### config.mk
export PLATFORM = sky130hd
export DESIGN_NAME = fetch_top
export DESIGN_NICKNAME = d
export VERILOG_FILES = /design/src/logic/fetch_types_pkg.sv /design/src/logic/isa_pkg.sv /design/src/logic/fetch_bus_if.sv /design/src/logic/thread_pc_unit.sv /design/src/logic/fetch_queue.sv /design/src/logic/predecode_unit.sv /design/src/logic/fetch_top.sv
export VERILOG_INCLUDE_DIRS = /design/src /design/src/logic
export SDC_FILE = /design/constraint.sdc
export NUM_CORES = 1
export LEC_CHECK = 0
export ABC_AREA = 1
export BUFFER_PORTS_ARGS = -buffer_cell sky130_fd_sc_hd__buf_2
export CAP_MARGIN = 15
export CORE_MARGIN = 4
export CORE_UTILIZATION = 40
export DETAILED_ROUTE_END_ITERATION = 10
export PLACE_DENSITY = 0.61
export SLEW_MARGIN = 10
export SYNTH_ARGS = -nofsm -noshare
export SYNTH_HDL_FRONTEND = slang
export SYNTH_SLANG_ARGS = --single-unit
### constraint.sdc
create_clock -name clock -period 13 [get_ports clock]
set_clock_uncertainty 0.1 [all_clocks]
set_input_delay 1.95 -clock clock [delete_from_list [all_inputs] [get_ports clock]]
set_output_delay 1.95 -clock clock [all_outputs]
set_load 0.05 [all_outputs]
### src/logic/fetch_config.svh
// Fetch front end build parameters.
// Queue depth must be a power of two and at least 4.
// Reset PCs are sized to the 32-bit address width; resize them if it changes.

`ifndef FETCH_CONFIG_SVH
`define FETCH_CONFIG_SVH

// datapath widths
`define FETCH_ADDR_WIDTH  32
`define FETCH_INST_WIDTH  32

// fetch queue entries, also sets the issue window
`define FETCH_QUEUE_DEPTH 8

// start addresses of the two threads
`define FETCH_RESET_PC0   32'h0000_1000
`define FETCH_RESET_PC1   32'h0000_8000

`endif

### src/logic/fetch_types_pkg.sv
// Types shared along the fetch pipeline.
// Entry layout follows the widths in the config header.

`include "fetch_config.svh"

package fetch_types_pkg;

	////////////////////////////////////////////////////////////////////////////
	// slot arbitration

	// owner of the next fetch slot; PROGRAM_START is the idle cycle after reset
	typedef enum logic [1:0]
	{
		PROGRAM_START,
		THREAD0_SLOT,
		THREAD1_SLOT
	} thread_state_e;

	////////////////////////////////////////////////////////////////////////////
	// queue payload

	// one fetched instruction with its origin
	typedef struct packed
	{
		logic                         thread;  // 0 or 1
		logic [`FETCH_ADDR_WIDTH-1:0] pc;
		logic [`FETCH_INST_WIDTH-1:0] inst;
	} fetch_entry_t;

endpackage

### src/logic/isa_pkg.sv
// Instruction encoding seen by predecode.
// Opcode sits in the top three bits of a 32-bit word.

package isa_pkg;

	// lowest bit of the opcode field
	localparam int OPCODE_LSB = 29;

	// all eight codes are named, so every word decodes
	typedef enum logic [2:0]
	{
		OP_ALU     = 3'd0,
		OP_ALU_IMM = 3'd1,
		OP_LOAD    = 3'd2,
		OP_STORE   = 3'd3,
		OP_BRANCH  = 3'd4,
		OP_JUMP    = 3'd5,
		OP_SYSTEM  = 3'd6,
		OP_NOP     = 3'd7
	} opcode_e;

	// coarse class handed to decode
	typedef enum logic [1:0]
	{
		CLASS_COMPUTE = 2'd0,
		CLASS_MEMORY  = 2'd1,
		CLASS_CONTROL = 2'd2,
		CLASS_OTHER   = 2'd3
	} inst_class_e;

endpackage

### src/logic/fetch_bus_if.sv
// Valid/ready link carrying fetch entries.
// Transfer on a rising edge with valid and ready high; once valid rises,
// valid and entry hold until the transfer.

interface fetch_bus_if import fetch_types_pkg::*; ();

	logic         valid;
	logic         ready;
	fetch_entry_t entry;

	modport producer
	(
		output valid,
		output entry,
		input  ready
	);

	modport consumer
	(
		input  valid,
		input  entry,
		output ready
	);

endinterface

### src/logic/thread_pc_unit.sv
// Two-thread PC holder and slot arbiter.
// Memory answers every request exactly one cycle later, so at most one
// request is outstanding. Responses are pushed without checking ready;
// space_ok must reserve room for the one in flight.

`include "fetch_config.svh"

module thread_pc_unit import fetch_types_pkg::*;
(
	input  logic                         clock,
	input  logic                         reset,
	input  logic                         two_threads,
	input  logic [1:0]                   thread_stall,
	input  logic                         redirect_valid,
	input  logic                         redirect_thread,
	input  logic [`FETCH_ADDR_WIDTH-1:0] redirect_pc,
	output logic                         imem_req,
	output logic [`FETCH_ADDR_WIDTH-1:0] imem_addr,
	input  logic [`FETCH_INST_WIDTH-1:0] imem_data,
	input  logic                         imem_valid,
	input  logic                         space_ok,
	fetch_bus_if.producer                out
);

	localparam int ADDR_W = `FETCH_ADDR_WIDTH;

	logic [ADDR_W-1:0] pc [2];       // per-thread next fetch address
	thread_state_e     state;
	thread_state_e     next_state;
	logic              owner;        // slot owner by turn
	logic              sel;          // thread actually using the slot
	logic              issue;
	logic              pend_thread;  // tag of the outstanding request
	logic [ADDR_W-1:0] pend_pc;

	////////////////////////////////////////////////////////////////////////////
	// slot choice and issue

	always_comb
	begin
		owner = (state == THREAD1_SLOT);
		if (!two_threads)
			sel = 1'b0;
		else if (thread_stall[owner] && !thread_stall[!owner])
			sel = !owner;  // stalled owner hands the slot over
		else
			sel = owner;
	end

	assign issue     = (state != PROGRAM_START) && space_ok && !thread_stall[sel];
	assign imem_req  = issue;
	assign imem_addr = pc[sel];

	// turn passes to the thread that did not just fetch
	always_comb
	begin
		case (state)
			PROGRAM_START:
				next_state = THREAD0_SLOT;
			default:
			begin
				if (!two_threads)
					next_state = THREAD0_SLOT;
				else if (issue)
					next_state = sel ? THREAD0_SLOT : THREAD1_SLOT;
				else
					next_state = state;  // keep the turn while blocked
			end
		endcase
	end

	////////////////////////////////////////////////////////////////////////////
	// PC and state registers

	always_ff @(posedge clock)
	begin
		if (reset)
		begin
			state <= PROGRAM_START;
			pc[0] <= `FETCH_RESET_PC0;
			pc[1] <= `FETCH_RESET_PC1;
		end
		else
		begin
			state <= next_state;
			for (int t = 0; t < 2; t++)
			begin
				if (redirect_valid && (redirect_thread == t[0]))
					pc[t] <= redirect_pc;  // redirect beats advance
				else if (issue && (sel == t[0]))
					pc[t] <= pc[t] + ADDR_W'(4);
			end
		end
	end

	// origin of the request now at the memory
	always_ff @(posedge clock)
	begin
		if (issue)
		begin
			pend_thread <= sel;
			pend_pc     <= pc[sel];
		end
	end

	////////////////////////////////////////////////////////////////////////////
	// response to queue

	assign out.valid = imem_valid;

	always_comb
	begin
		out.entry = '{thread: pend_thread, pc: pend_pc, inst: imem_data};
	end

endmodule

### src/logic/fetch_queue.sv
// Circular FIFO of fetch entries.
// Depth must be a power of two so the pointers wrap on their own.
// space_ok leaves two free slots: one for this cycle's request,
// one for the response already on its way.

`include "fetch_config.svh"

module fetch_queue import fetch_types_pkg::*;
(
	input  logic          clock,
	input  logic          reset,
	fetch_bus_if.consumer in,
	fetch_bus_if.producer out,
	output logic          space_ok
);

	localparam int DEPTH = `FETCH_QUEUE_DEPTH;
	localparam int PTR_W = $clog2(DEPTH);

	localparam logic [PTR_W:0] FULL_COUNT  = (PTR_W+1)'(DEPTH);
	localparam logic [PTR_W:0] SPACE_LIMIT = (PTR_W+1)'(DEPTH - 2);

	fetch_entry_t     mem [DEPTH];
	logic [PTR_W-1:0] wr_ptr;
	logic [PTR_W-1:0] rd_ptr;
	logic [PTR_W:0]   count;
	logic             push;
	logic             pop;

	////////////////////////////////////////////////////////////////////////////
	// handshakes

	assign in.ready  = (count != FULL_COUNT);
	assign out.valid = (count != '0);
	assign out.entry = mem[rd_ptr];  // head entry

	assign push = in.valid && in.ready;
	assign pop  = out.valid && out.ready;

	assign space_ok = (count <= SPACE_LIMIT);

	////////////////////////////////////////////////////////////////////////////
	// storage and pointers

	always_ff @(posedge clock)
	begin
		if (push)
			mem[wr_ptr] <= in.entry;
	end

	always_ff @(posedge clock)
	begin
		if (reset)
		begin
			wr_ptr <= '0;
			rd_ptr <= '0;
			count  <= '0;
		end
		else
		begin
			if (push)
				wr_ptr <= wr_ptr + 1'b1;
			if (pop)
				rd_ptr <= rd_ptr + 1'b1;

			// occupancy moves only when exactly one side fires
			if (push && !pop)
				count <= count + 1'b1;
			else if (pop && !push)
				count <= count - 1'b1;
		end
	end

endmodule

### src/logic/predecode_unit.sv
// One-entry output stage with opcode classification.
// Reloads in the same cycle its entry is taken, so it runs at full rate.

`include "fetch_config.svh"

module predecode_unit import fetch_types_pkg::*, isa_pkg::*;
(
	input  logic                         clock,
	input  logic                         reset,
	fetch_bus_if.consumer                in,
	output logic                         out_valid,
	output logic                         out_thread,
	output logic [`FETCH_ADDR_WIDTH-1:0] out_pc,
	output logic [`FETCH_INST_WIDTH-1:0] out_inst,
	output inst_class_e                  out_class,
	input  logic                         out_ready
);

	fetch_entry_t entry_q;
	inst_class_e  class_q;
	logic         valid_q;

	// opcode to class mapping
	function automatic inst_class_e opcode_class(input logic [`FETCH_INST_WIDTH-1:0] inst);
		opcode_e op;
		op = opcode_e'(inst[OPCODE_LSB +: $bits(opcode_e)]);
		case (op)
			OP_ALU, OP_ALU_IMM: opcode_class = CLASS_COMPUTE;
			OP_LOAD, OP_STORE:  opcode_class = CLASS_MEMORY;
			OP_BRANCH, OP_JUMP: opcode_class = CLASS_CONTROL;
			default:            opcode_class = CLASS_OTHER;  // system, nop
		endcase
	endfunction

	// take a new entry when empty or when the held one leaves
	assign in.ready = !valid_q || out_ready;

	always_ff @(posedge clock)
	begin
		if (reset)
			valid_q <= 1'b0;
		else if (in.ready)
			valid_q <= in.valid;
	end

	always_ff @(posedge clock)
	begin
		if (in.valid && in.ready)
		begin
			entry_q <= in.entry;
			class_q <= opcode_class(in.entry.inst);
		end
	end

	assign out_valid  = valid_q;
	assign out_thread = entry_q.thread;
	assign out_pc     = entry_q.pc;
	assign out_inst   = entry_q.inst;
	assign out_class  = class_q;

endmodule

### src/logic/fetch_top.sv
// Fetch front end top level.
// Instruction memory must answer each request exactly one cycle later;
// there is no memory-side ready. Decode port is valid/ready.

`include "fetch_config.svh"

module fetch_top import isa_pkg::*;
(
	input  logic                         clock,
	input  logic                         reset,

	// instruction memory
	output logic                         imem_req,
	output logic [`FETCH_ADDR_WIDTH-1:0] imem_addr,
	input  logic [`FETCH_INST_WIDTH-1:0] imem_data,
	input  logic                         imem_valid,

	// thread control
	input  logic                         two_threads,
	input  logic [1:0]                   thread_stall,
	input  logic                         redirect_valid,
	input  logic                         redirect_thread,
	input  logic [`FETCH_ADDR_WIDTH-1:0] redirect_pc,

	// decode side
	output logic                         out_valid,
	output logic                         out_thread,
	output logic [`FETCH_ADDR_WIDTH-1:0] out_pc,
	output logic [`FETCH_INST_WIDTH-1:0] out_inst,
	output inst_class_e                  out_class,
	input  logic                         out_ready
);

	fetch_bus_if fetch_to_queue ();
	fetch_bus_if queue_to_decode ();

	logic space_ok;  // queue can absorb a new request plus one in flight

	////////////////////////////////////////////////////////////////////////////
	// producer, buffer, consumer

	thread_pc_unit u_thread_pc_unit
	(
		.clock           (clock),
		.reset           (reset),
		.two_threads     (two_threads),
		.thread_stall    (thread_stall),
		.redirect_valid  (redirect_valid),
		.redirect_thread (redirect_thread),
		.redirect_pc     (redirect_pc),
		.imem_req        (imem_req),
		.imem_addr       (imem_addr),
		.imem_data       (imem_data),
		.imem_valid      (imem_valid),
		.space_ok        (space_ok),
		.out             (fetch_to_queue.producer)
	);

	fetch_queue u_fetch_queue
	(
		.clock    (clock),
		.reset    (reset),
		.in       (fetch_to_queue.consumer),
		.out      (queue_to_decode.producer),
		.space_ok (space_ok)
	);

	predecode_unit u_predecode_unit
	(
		.clock      (clock),
		.reset      (reset),
		.in         (queue_to_decode.consumer),
		.out_valid  (out_valid),
		.out_thread (out_thread),
		.out_pc     (out_pc),
		.out_inst   (out_inst),
		.out_class  (out_class),
		.out_ready  (out_ready)
	);

endmodule

==> metrics.md, run 1 <==
| Metric | Value |
|---|---|
| Status | `complete, no violations` |
| Max frequency | `182 MHz` |
| Synthesized flop and latch total | `700` |
| DR vias | `19000` |
| Clock H-tree levels | `3` |
| Clock Latency Late Sink | `0.62 ns` |
| Final setup fails | `0` |
| Critical path type | `in -> out` |
| Worst vdd ir | `0.000161 V` |
| Synth Instances | `2440` |
| Area Growth Syn to Fin | `14.8%` |
| Slew Viols, Final | `0` |
| Core area | `71500 um2` |
| Worst EP required | `10.95 ns` |
| CP Data Arrival Time | `3.44 ns` |
| Synth top area cells | `edfxtp_1 (71%), nor2_1 (7.0%), nand2_1 (7.0%)` |
| Vias in the first global route | `18600` |
| DRT Pass-1 Iters | `5` |
| Async SR Flop Fraction | `0%` |
| Final core occ | `46.3%` |
| Maximum buffer depth of the clock tree | `3` |
| Overall Global Routing Usage | `18.6%` |
| Global route overflow | `0` |
| Critical path fanouts, max | `52` |
| Cell Rows | `98` |
| Post-synth EDFFs | `684` |
| Dpl hpwl | `43.9 mm` |
| Avg WL per Cell | `20.5 um` |
| RSZ-0062 raised after global routing | `false` |
| RD Place Congestion | `0.976` |
| Root buf cell | `clkbuf_16` |
| Clk pin slew, worst setup/hold paths | `0.06 ns` |
| Total Neg Setup Slack | `0 ns` |
| Largest net degree at the start of global routing | `178` |
| 1st-iter DRT viols | `1518` |
| Max Cap Violations | `0` |
| Minimum clock period | `5.49 ns` |
| Clock Sink Count | `700` |
| Starting Density | `40.3%` |
| Post-CTS Setup Bufs | `0` |
| First-pass GRT wire length | `110 mm` |
| Most common flop cell mapped by yosys | `edfxtp_1` |
| Startpoint Class | `primary input` |
| Synth warn | `0` |
| Number of buffers added on ports | `173` |
| Cell Pwr Density | `211 nW/um2` |
| Hold-fix buffers, CTS | `0` |
| Post-CTS sizing | `0` |
| Max-slew headroom | `26.3%` |
| Fillers | `6428` |
| Final Hold Fails | `0` |
| Fin crit share | `42.3%` |
| DIE AREA | `76400 um2` |
| Routed WL | `73.9 mm` |
| Initial antenna violation count | `2` |
| CP Capture Type | `primary output` |
| Layout cells sized above 1 | `12.6%` |
| Worst Tran Pin Value | `1.11 ns` |
| Vias per inst | `5.26` |
| Synth area leader | `edfxtp_1` |
| Syn Nets | `2521` |
| Synth top area share | `71.2%` |
| Avg Inst Size Synth | `11.8 um2` |
| CTS Buf Count | `76` |
| Min-Delay Path Class | `reg -> reg` |
| Final #Nets | `2673` |
| Synthesized cell area | `28800 um2` |
| Library cells used by synthesis | `35` |
| TritonCTS clock tree | `yes` |
| Post-synthesis sequential area ratio | `72.3%` |
| Die Y | `276 um` |
| Leakage | `11.9 nW` |
| Antenna viol nets, final | `0` |
| DRC Markers | `0` |
| Die W | `276 um` |
| I/O pin total | `174` |
routing by layer:
layer / GRT usage (%) / part of all wire (%)
met1: 24.6 / 43
met2: 31.7 / 49
met3: 2.79 / 5.4
met4: 6.30 / 2.7
met5: 0 / 0
flip-flops by register name, indices dropped and copies added, names as in the netlist, 2 cells and up, named ones only:
| register | flops |
|---|---|
| u_fetch_queue.mem | 520 |
| u_thread_pc_unit.pc | 64 |
| u_predecode_unit.out_inst | 32 |
| u_predecode_unit.out_pc | 32 |
| u_thread_pc_unit.pend_pc | 32 |
| u_fetch_queue.count | 4 |
| u_fetch_queue.rd_ptr | 3 |
| u_fetch_queue.wr_ptr | 3 |
| u_predecode_unit.out_class | 2 |
| u_thread_pc_unit.state | 2 |
worst max-delay path, stage by stage:
cell and delay (ns):
buf_2 0.10, inv_1 0.07, nand2_1 0.05, nand2_1 0.06
nand2_1 0.07, nand2_2 0.08, buf_4 0.47, nand2_1 0.11
o21ai_0 0.14, buf_2 0.32
stage by stage:
step | setup WS [ns] | total power, mW | instances | area [um2] | hold slack, ns
3_5_place_dp | 7.50 | 4.87 | 3464 | 30600 | 0.364
3_3_place_gp | 7.55 | 4.82 | 3464 | 30600 | 0.336
6_report | 7.51 | 6.98 | 3602 | 33100 | 0.375
5_1_grt | 7.36 | 7.34 | 3601 | 33100 | 0.396
2_1_floorplan | 7.22 | 4.36 | 2440 | 28800 | 0.333
4_1_cts | 7.49 | 7.06 | 3601 | 33100 | 0.372
power by group:
group | leakage [nW] | switching, mW | internal (mW)
combinational | 4.11 | 1.35 | 0.439
sequential | 6.51 | 0.180 | 2.84
clock | 1.23 | 0.876 | 1.31
total | 11.9 | 2.40 | 4.58
cell usage after synthesis, types with 2 or more instances:
cell	count
inv_1	93
nor2_2	3
nor3_1	2
xnor2_1	5
ha_1	7
buf_1	2
o32ai_1	130
o22ai_1	5
a21oi_1	18
buf_6	2
buf_2	45
edfxtp_1	684
nand4_1	3
nand3_4	2
inv_2	6
o21ai_1	24
nand2_2	2
nand3b_1	13
xor2_1	21
nand2_1	536
o21ai_0	171
clkbuf_1	60
buf_4	12
nor2_1	537
nand3_1	32
dfxtp_1	16
area by class of cell:
cell class / count / area, um2 / share of cell area [%]
antenna: 1 / 2.50 / 0.00756
clock buffer: 96 / 2020 / 6.09
clock inverter: 41 / 533 / 1.61
inverter: 100 / 385 / 1.16
multi-input combinational: 1519 / 7090 / 21.4
sequential: 700 / 20900 / 63.0
tap: 950 / 1190 / 3.59
timing repair buffer: 195 / 1030 / 3.11
final timing paths:
| kind | startpoint | endpoint | slack, ns | depth (start not counted) |
|---|---|---|---|---|
| worst max-delay path | thread_stall[0] | imem_addr[17] | 7.51 | 10 |
| worst min-delay path | u_fetch_queue.rd_ptr[2] | flop | 0.37 | 2 |
| worst max register to register | flop | u_predecode_unit.out_inst[30] | 9.44 | 6 |
| worst min register to register | u_fetch_queue.rd_ptr[2] | flop | 0.37 | 2 |
logic make-up after synthesis:
group | Yosys count | synth area share [%]
buffers and inverters | 221 | 3.28
AOI/OAI and AO/OA | 352 | 7.89
and+or+nand+nor | 1133 | 15.3
xor gates and xnor gates | 26 | 0.790
adders and majority gates | 8 | 0.373
DFF | 700 | 72.3
placed cells by master (no fill, tap or decap), types with 2 or more instances in the layout:
cell type / count
buf_2: 173
clkinv_2: 10
buf_4: 22
o22ai_1: 5
o21ai_0: 171
inv_1: 91
nand3_4: 2
ha_1: 7
xnor2_1: 5
nand3b_1: 13
nor2_4: 8
clkbuf_1: 17
clkinv_8: 5
clkinvlp_4: 2
clkinv_1: 12
inv_8: 2
nor2_1: 529
nand2_1: 536
nand2_2: 2
edfxtp_1: 684
inv_2: 7
dfxtp_1: 13
clkbuf_8: 2
o32ai_1: 130
nor3_1: 2
dfxtp_4: 2
nor2_2: 3
nand4_1: 3
bufinv_16: 10
nand3_1: 32
xor2_1: 21
clkbuf_16: 77
o21ai_1: 24
a21oi_1: 18
(Power assumes the default switching activity.)
==> inputs of run 2 (changes only) <==
==> constraint.sdc (replaced) <==
create_clock -name clock -period 5.7 [get_ports clock]
set_clock_uncertainty 0.1 [all_clocks]
set_input_delay 0.855 -clock clock [delete_from_list [all_inputs] [get_ports clock]]
set_output_delay 0.855 -clock clock [all_outputs]
set_load 0.05 [all_outputs]
==> run 2 against run 1 <==
Sequential power grew 130%. Hold slack worse by 0.0023 ns. Sequential share of layout area is 0.10 points higher. Non-clock buffer count rose by 3. Register-to-register slack got worse by 6.7 ns. Die area unchanged. Count of clock-buffer cells in the layout is 1 higher.
==> metrics.md, run 2 (synthesized netlist as in run 1, its figures left out) <==
| Metric | Value |
|---|---|
| Overall Global Routing Usage | `18.9%` |
| Vias per inst | `5.28` |
| Leakage | `11.8 nW` |
| Final #Nets | `2676` |
| Largest net degree at the start of global routing | `261` |
| Critical path fanouts, max | `20` |
| Die W | `276 um` |
| Worst Reg-to-Reg Cells | `9` |
| Post-CTS Setup Bufs | `0` |
| Fin crit share | `64.2%` |
| TritonCTS clock tree | `yes` |
| Status | `complete, no violations` |
| Cell Rows | `98` |
| Core area | `71500 um2` |
| Worst vdd ir | `0.000348 V` |
| Cell Pwr Density | `474 nW/um2` |
| Met3 GRT Util | `3.27%` |
| CP Data Arrival Time | `3.85 ns` |
| Hold-fix buffers, CTS | `0` |
| Startpoint Class | `primary input` |
| 1st-iter DRT viols | `1650` |
| Vias in the first global route | `18700` |
| Clock Latency Late Sink | `0.62 ns` |
| Commonest non-fill, non-tap cell in the layout | `edfxtp_1` |
| Reg2reg setup slack | `2.77 ns` |
| Worst Tran Pin Value | `1.16 ns` |
| Top reg by flops | `u_fetch_queue.mem` |
| Max Cap Violations | `0` |
| Commonest non-fill, non-tap cells in the layout | `edfxtp_1 (684), nand2_1 (536), nor2_1 (529)` |
| Max frequency | `273 MHz` |
| Worst r2r dst | `u_thread_pc_unit.pc[1][5]` |
| Slew Viols, Final | `0` |
| Total Neg Setup Slack | `0 ns` |
| Grt met1 use | `25.6%` |
| RD Place Congestion | `0.936` |
| Dpl hpwl | `44.6 mm` |
| DRC Markers | `0` |
| First-pass GRT wire length | `112 mm` |
| Fillers | `6417` |
| Global route overflow | `0` |
| Final Hold Fails | `0` |
| Initial antenna violation count | `2` |
| Hold Path Stages | `2` |
| DR vias | `19100` |
| Met2 usage | `30.8%` |
| Final total power | `15.7 mW` |
| Largest register FFs | `520` |
| Clock H-tree levels | `3` |
| Post-CTS sizing | `0` |
| Routed WL | `74.3 mm` |
| Area Growth Syn to Fin | `14.7%` |
| I/O pin total | `174` |
| Critical path type | `in -> reg` |
| Minimum clock period | `3.66 ns` |
| CP Capture Type | `flop` |
| Final setup fails | `0` |
| GRT Max-Usage Layer | `met2` |
| Multi-input gate area | `7090 um2` |
| Min-Delay Path Class | `reg -> reg` |
| Avg WL per Cell | `20.6 um` |
| Worst EP required | `5.89 ns` |
| Root buf cell | `clkbuf_16` |
| Storage element area | `20900 um2` |
| Starting Density | `40.3%` |
| Hold path startpoint | `u_fetch_queue.rd_ptr[2]` |
| Clock Sink Count | `700` |
| Clk pin slew, worst setup/hold paths | `0.06 ns` |
| Max-slew headroom | `22.7%` |
| Antenna viol nets, final | `0` |
| DRT Pass-1 Iters | `5` |
| Layout cells sized above 1 | `12.6%` |
| RSZ-0062 raised after global routing | `false` |
| Maximum buffer depth of the clock tree | `3` |
| DIE AREA | `76400 um2` |
| Biggest regs | `u_fetch_queue.mem: 520 flops, u_thread_pc_unit.pc: 64 flops` |
| Number of buffers added on ports | `173` |
| Die Y | `276 um` |
| CTS Buf Count | `76` |
| Beginning of the worst register-to-register path | `u_thread_pc_unit.state[1]` |
-- run 2: cell type report --
class / instances / share of cell area [%]
diodes: 3 / 0.0227
clock buffers: 97 / 6.05
clock inverters: 44 / 1.27
inverters: 100 / 1.17
multi-input cells: 1519 / 21.4
flip-flops and latches: 700 / 63.1
well taps: 950 / 3.60
repair buffers: 198 / 3.34
-- run 2: worst max-delay path by stage --
stage | slack, ns | cells past startpoint | to | from
2_1_floorplan | 1.22 | 4 | u_fetch_queue.mem[0][0] | imem_valid
5_1_grt | 1.71 | 8 | u_thread_pc_unit.pc[1][4] | reset
6_report | 2.04 | 8 | u_thread_pc_unit.pc[1][5] | reset
3_5_place_dp | 1.45 | 8 | u_thread_pc_unit.pc[1][4] | reset
4_1_cts | 2.04 | 8 | u_thread_pc_unit.pc[1][5] | reset
3_3_place_gp | 1.60 | 8 | u_thread_pc_unit.pc[1][5] | reset
-- run 2: where the power goes --
part,leakage [nW],switching [mW],internal [mW]
Combinational,4.14,3.11,1.01
Clock,1.16,2.04,2.66
Sequential,6.51,0.392,6.47
Total,11.8,5.54,10.1
-- run 2: critical path, stage by stage --
cell	delay, ns
buf_2	0.26
inv_2	0.19
nand3_1	0.70
nand2_1	0.25
inv_1	0.15
nand3_1	0.37
nand2_1	0.67
buf_4	0.37
-- run 2: stage by stage --
stage               cells  hold slack [ns]  util [%]  setup WS (ns)  instance area, um2
finish               3611            0.372      46.3           2.04               33100
global route         3610            0.376      46.2           1.71               33100
CTS                  3608            0.352      46.2           2.04               33100
floorplan            2440            0.333         -           1.22               28800
detailed placement   3467            0.356      42.9           1.45               30600
global placement     3467            0.347      42.9           1.60               30600
-- run 2: per-layer routing --
layer,routed length (um),up-vias
met5,0,-
met4,2610,0
met3,4570,142
met2,35100,622
met1,32100,9404
li1,-,8894
==> inputs of run 3 (changes only) <==
==> constraint.sdc (replaced) <==
create_clock -name clock -period 3.65 [get_ports clock]
set_clock_uncertainty 0.1 [all_clocks]
set_input_delay 0.5475 -clock clock [delete_from_list [all_inputs] [get_ports clock]]
set_output_delay 0.5475 -clock clock [all_outputs]
set_load 0.05 [all_outputs]
==> run 3 against run 2 <==
Critical path depth increased by 2. Via count increased by 0.14%. Flip-flop and latch count unchanged. Routed wire length decreased by 0.36%. Combinational power increased by 59%. Highest routed layer unchanged.
==> metrics.md, run 3 (synthesized netlist as in run 1, its figures left out) <==
| Metric | Value |
|---|---|
| Status | `complete, no violations` |
| I/O pin total | `174` |
| DIE AREA | `76400 um2` |
| Commonest non-fill, non-tap cells in the layout | `edfxtp_1 (684), nand2_1 (536), nor2_1 (529)` |
| Final instance area | `33300 um2` |
| Routed WL | `74.1 mm` |
| Final #Nets | `2687` |
| Clock Sink Count | `700` |
| Vias per inst | `5.28` |
| Starting Density | `40.3%` |
| First-pass GRT wire length | `111 mm` |
| Hold-fix buffers, CTS | `0` |
| Fillers | `6390` |
| Clock Latency Late Sink | `0.62 ns` |
| Max-slew headroom | `46.3%` |
| RSZ-0062 raised after global routing | `false` |
| Cell Area, Placed | `30900 um2` |
| Dpl hpwl | `44.7 mm` |
| TritonCTS clock tree | `yes` |
| Clock H-tree levels | `3` |
| CP Capture Type | `primary output` |
| Leakage | `11.9 nW` |
| DR vias | `19100` |
| RD Place Congestion | `0.947` |
| Startpoint Class | `flop` |
| Maximum buffer depth of the clock tree | `3` |
| Antenna viol nets, final | `0` |
| Worst vdd ir | `0.000520 V` |
| Largest net degree at the start of global routing | `109` |
| Final Hold Fails | `0` |
| Clk pin slew, worst setup/hold paths | `0.06 ns` |
| Critical path fanouts, max | `30` |
| Die Y | `276 um` |
| Avg WL per Cell | `20.5 um` |
| Layout cells sized above 1 | `12.9%` |
| Number of buffers added on ports | `173` |
| Cell Pwr Density | `738 nW/um2` |
| Commonest non-fill, non-tap cell in the layout | `edfxtp_1` |
| Critical path type | `reg -> out` |
| Fin crit share | `89.7%` |
| Max Cap Violations | `0` |
| Slew Viols, Final | `0` |
| CTS Buf Count | `75` |
| Worst Tran Pin Value | `0.803 ns` |
| DRT Pass-1 Iters | `5` |
| Worst EP required | `3.00 ns` |
| Initial antenna violation count | `0` |
| Overall Global Routing Usage | `18.8%` |
| Root buf cell | `clkbuf_16` |
| Post-CTS Setup Bufs | `0` |
| Min-Delay Path Class | `in -> reg` |
| CP Data Arrival Time | `2.63 ns` |
| Largest register FFs | `520` |
| Die W | `276 um` |
| Minimum clock period | `3.27 ns` |
| Cell Rows | `98` |
| Area Growth Syn to Fin | `15.4%` |
| Final setup fails | `0` |
| DRC Markers | `0` |
| Post-CTS sizing | `0` |
| Core area | `71500 um2` |
| Final core occ | `46.5%` |
| Biggest regs | `u_fetch_queue.mem: 520 flops, u_thread_pc_unit.pc: 64 flops` |
| 1st-iter DRT viols | `1637` |
| Vias in the first global route | `19000` |
| Global route overflow | `0` |
| Max frequency | `306 MHz` |
| Top reg by flops | `u_fetch_queue.mem` |
## run 3: layout make-up
cell class | instances | area (um2) | share of cell area (%)
sequential | 700 | 20900 | 62.7
multi-input combinational | 1519 | 7090 | 21.3
clock buffer | 90 | 1930 | 5.81
timing repair buffer | 210 | 1380 | 4.15
tap | 950 | 1190 | 3.57
clock inverter | 40 | 414 | 1.24
inverter | 100 | 384 | 1.15
antenna | 3 | 7.51 | 0.0226
## run 3: where the power goes
part	total, mW	leakage, nW	switching [mW]	internal, mW
clock network	7.30	1.14	3.07	4.23
logic	6.54	4.25	4.87	1.67
registers	10.7	6.51	0.605	10.1
## run 3: metal layers
layer | routed length, um | GRT usage [%] | vias to the layer above
li1 | - | - | 8931
met1 | 32000 | 25.2 | 9449
met3 | 4330 | 3.42 | 137
met2 | 35500 | 31.1 | 572
met5 | 0 | 0 | -
met4 | 2270 | 6.03 | 0
## run 3: stage by stage
step	hold WS [ns]	cells	power (mW)	setup TNS [ns]	setup slack, ns
finish	0.0992	3612	24.5	0	0.377
global route	0.0763	3609	25.7	0	0.206
CTS	0.0582	3609	24.8	0	0.390
detailed placement	0.357	3479	17.5	0	0.682
global placement	0.346	3479	17.3	0	0.701
floorplan	0.333	2440	15.5	-135.24	-0.520
## run 3: path summary, 6_finish.rpt
kind                                                 from                    endpoint  slack (ns)  cells after the start
worst max-delay path            u_thread_pc_unit.state[1]                imem_addr[5]        0.38                     10
worst min-delay path                         imem_data[2]     u_fetch_queue.mem[5][2]         0.1                      1
worst max register to register  u_thread_pc_unit.state[1]  u_thread_pc_unit.pc[0][13]        1.13                     10
worst min register to register    u_fetch_queue.rd_ptr[2]                        flop        0.38                      2
## run 3: worst max-delay path: stages (launching register included)
cell and delay [ns]:
dfxtp_1 0.30, inv_1 0.09, nor2_1 0.06, nand2_1 0.05, nand2_1 0.09, nand2_2 0.26, buf_4 0.38, buf_4 0.25
nand2_1 0.07, o21ai_0 0.14, buf_2 0.33
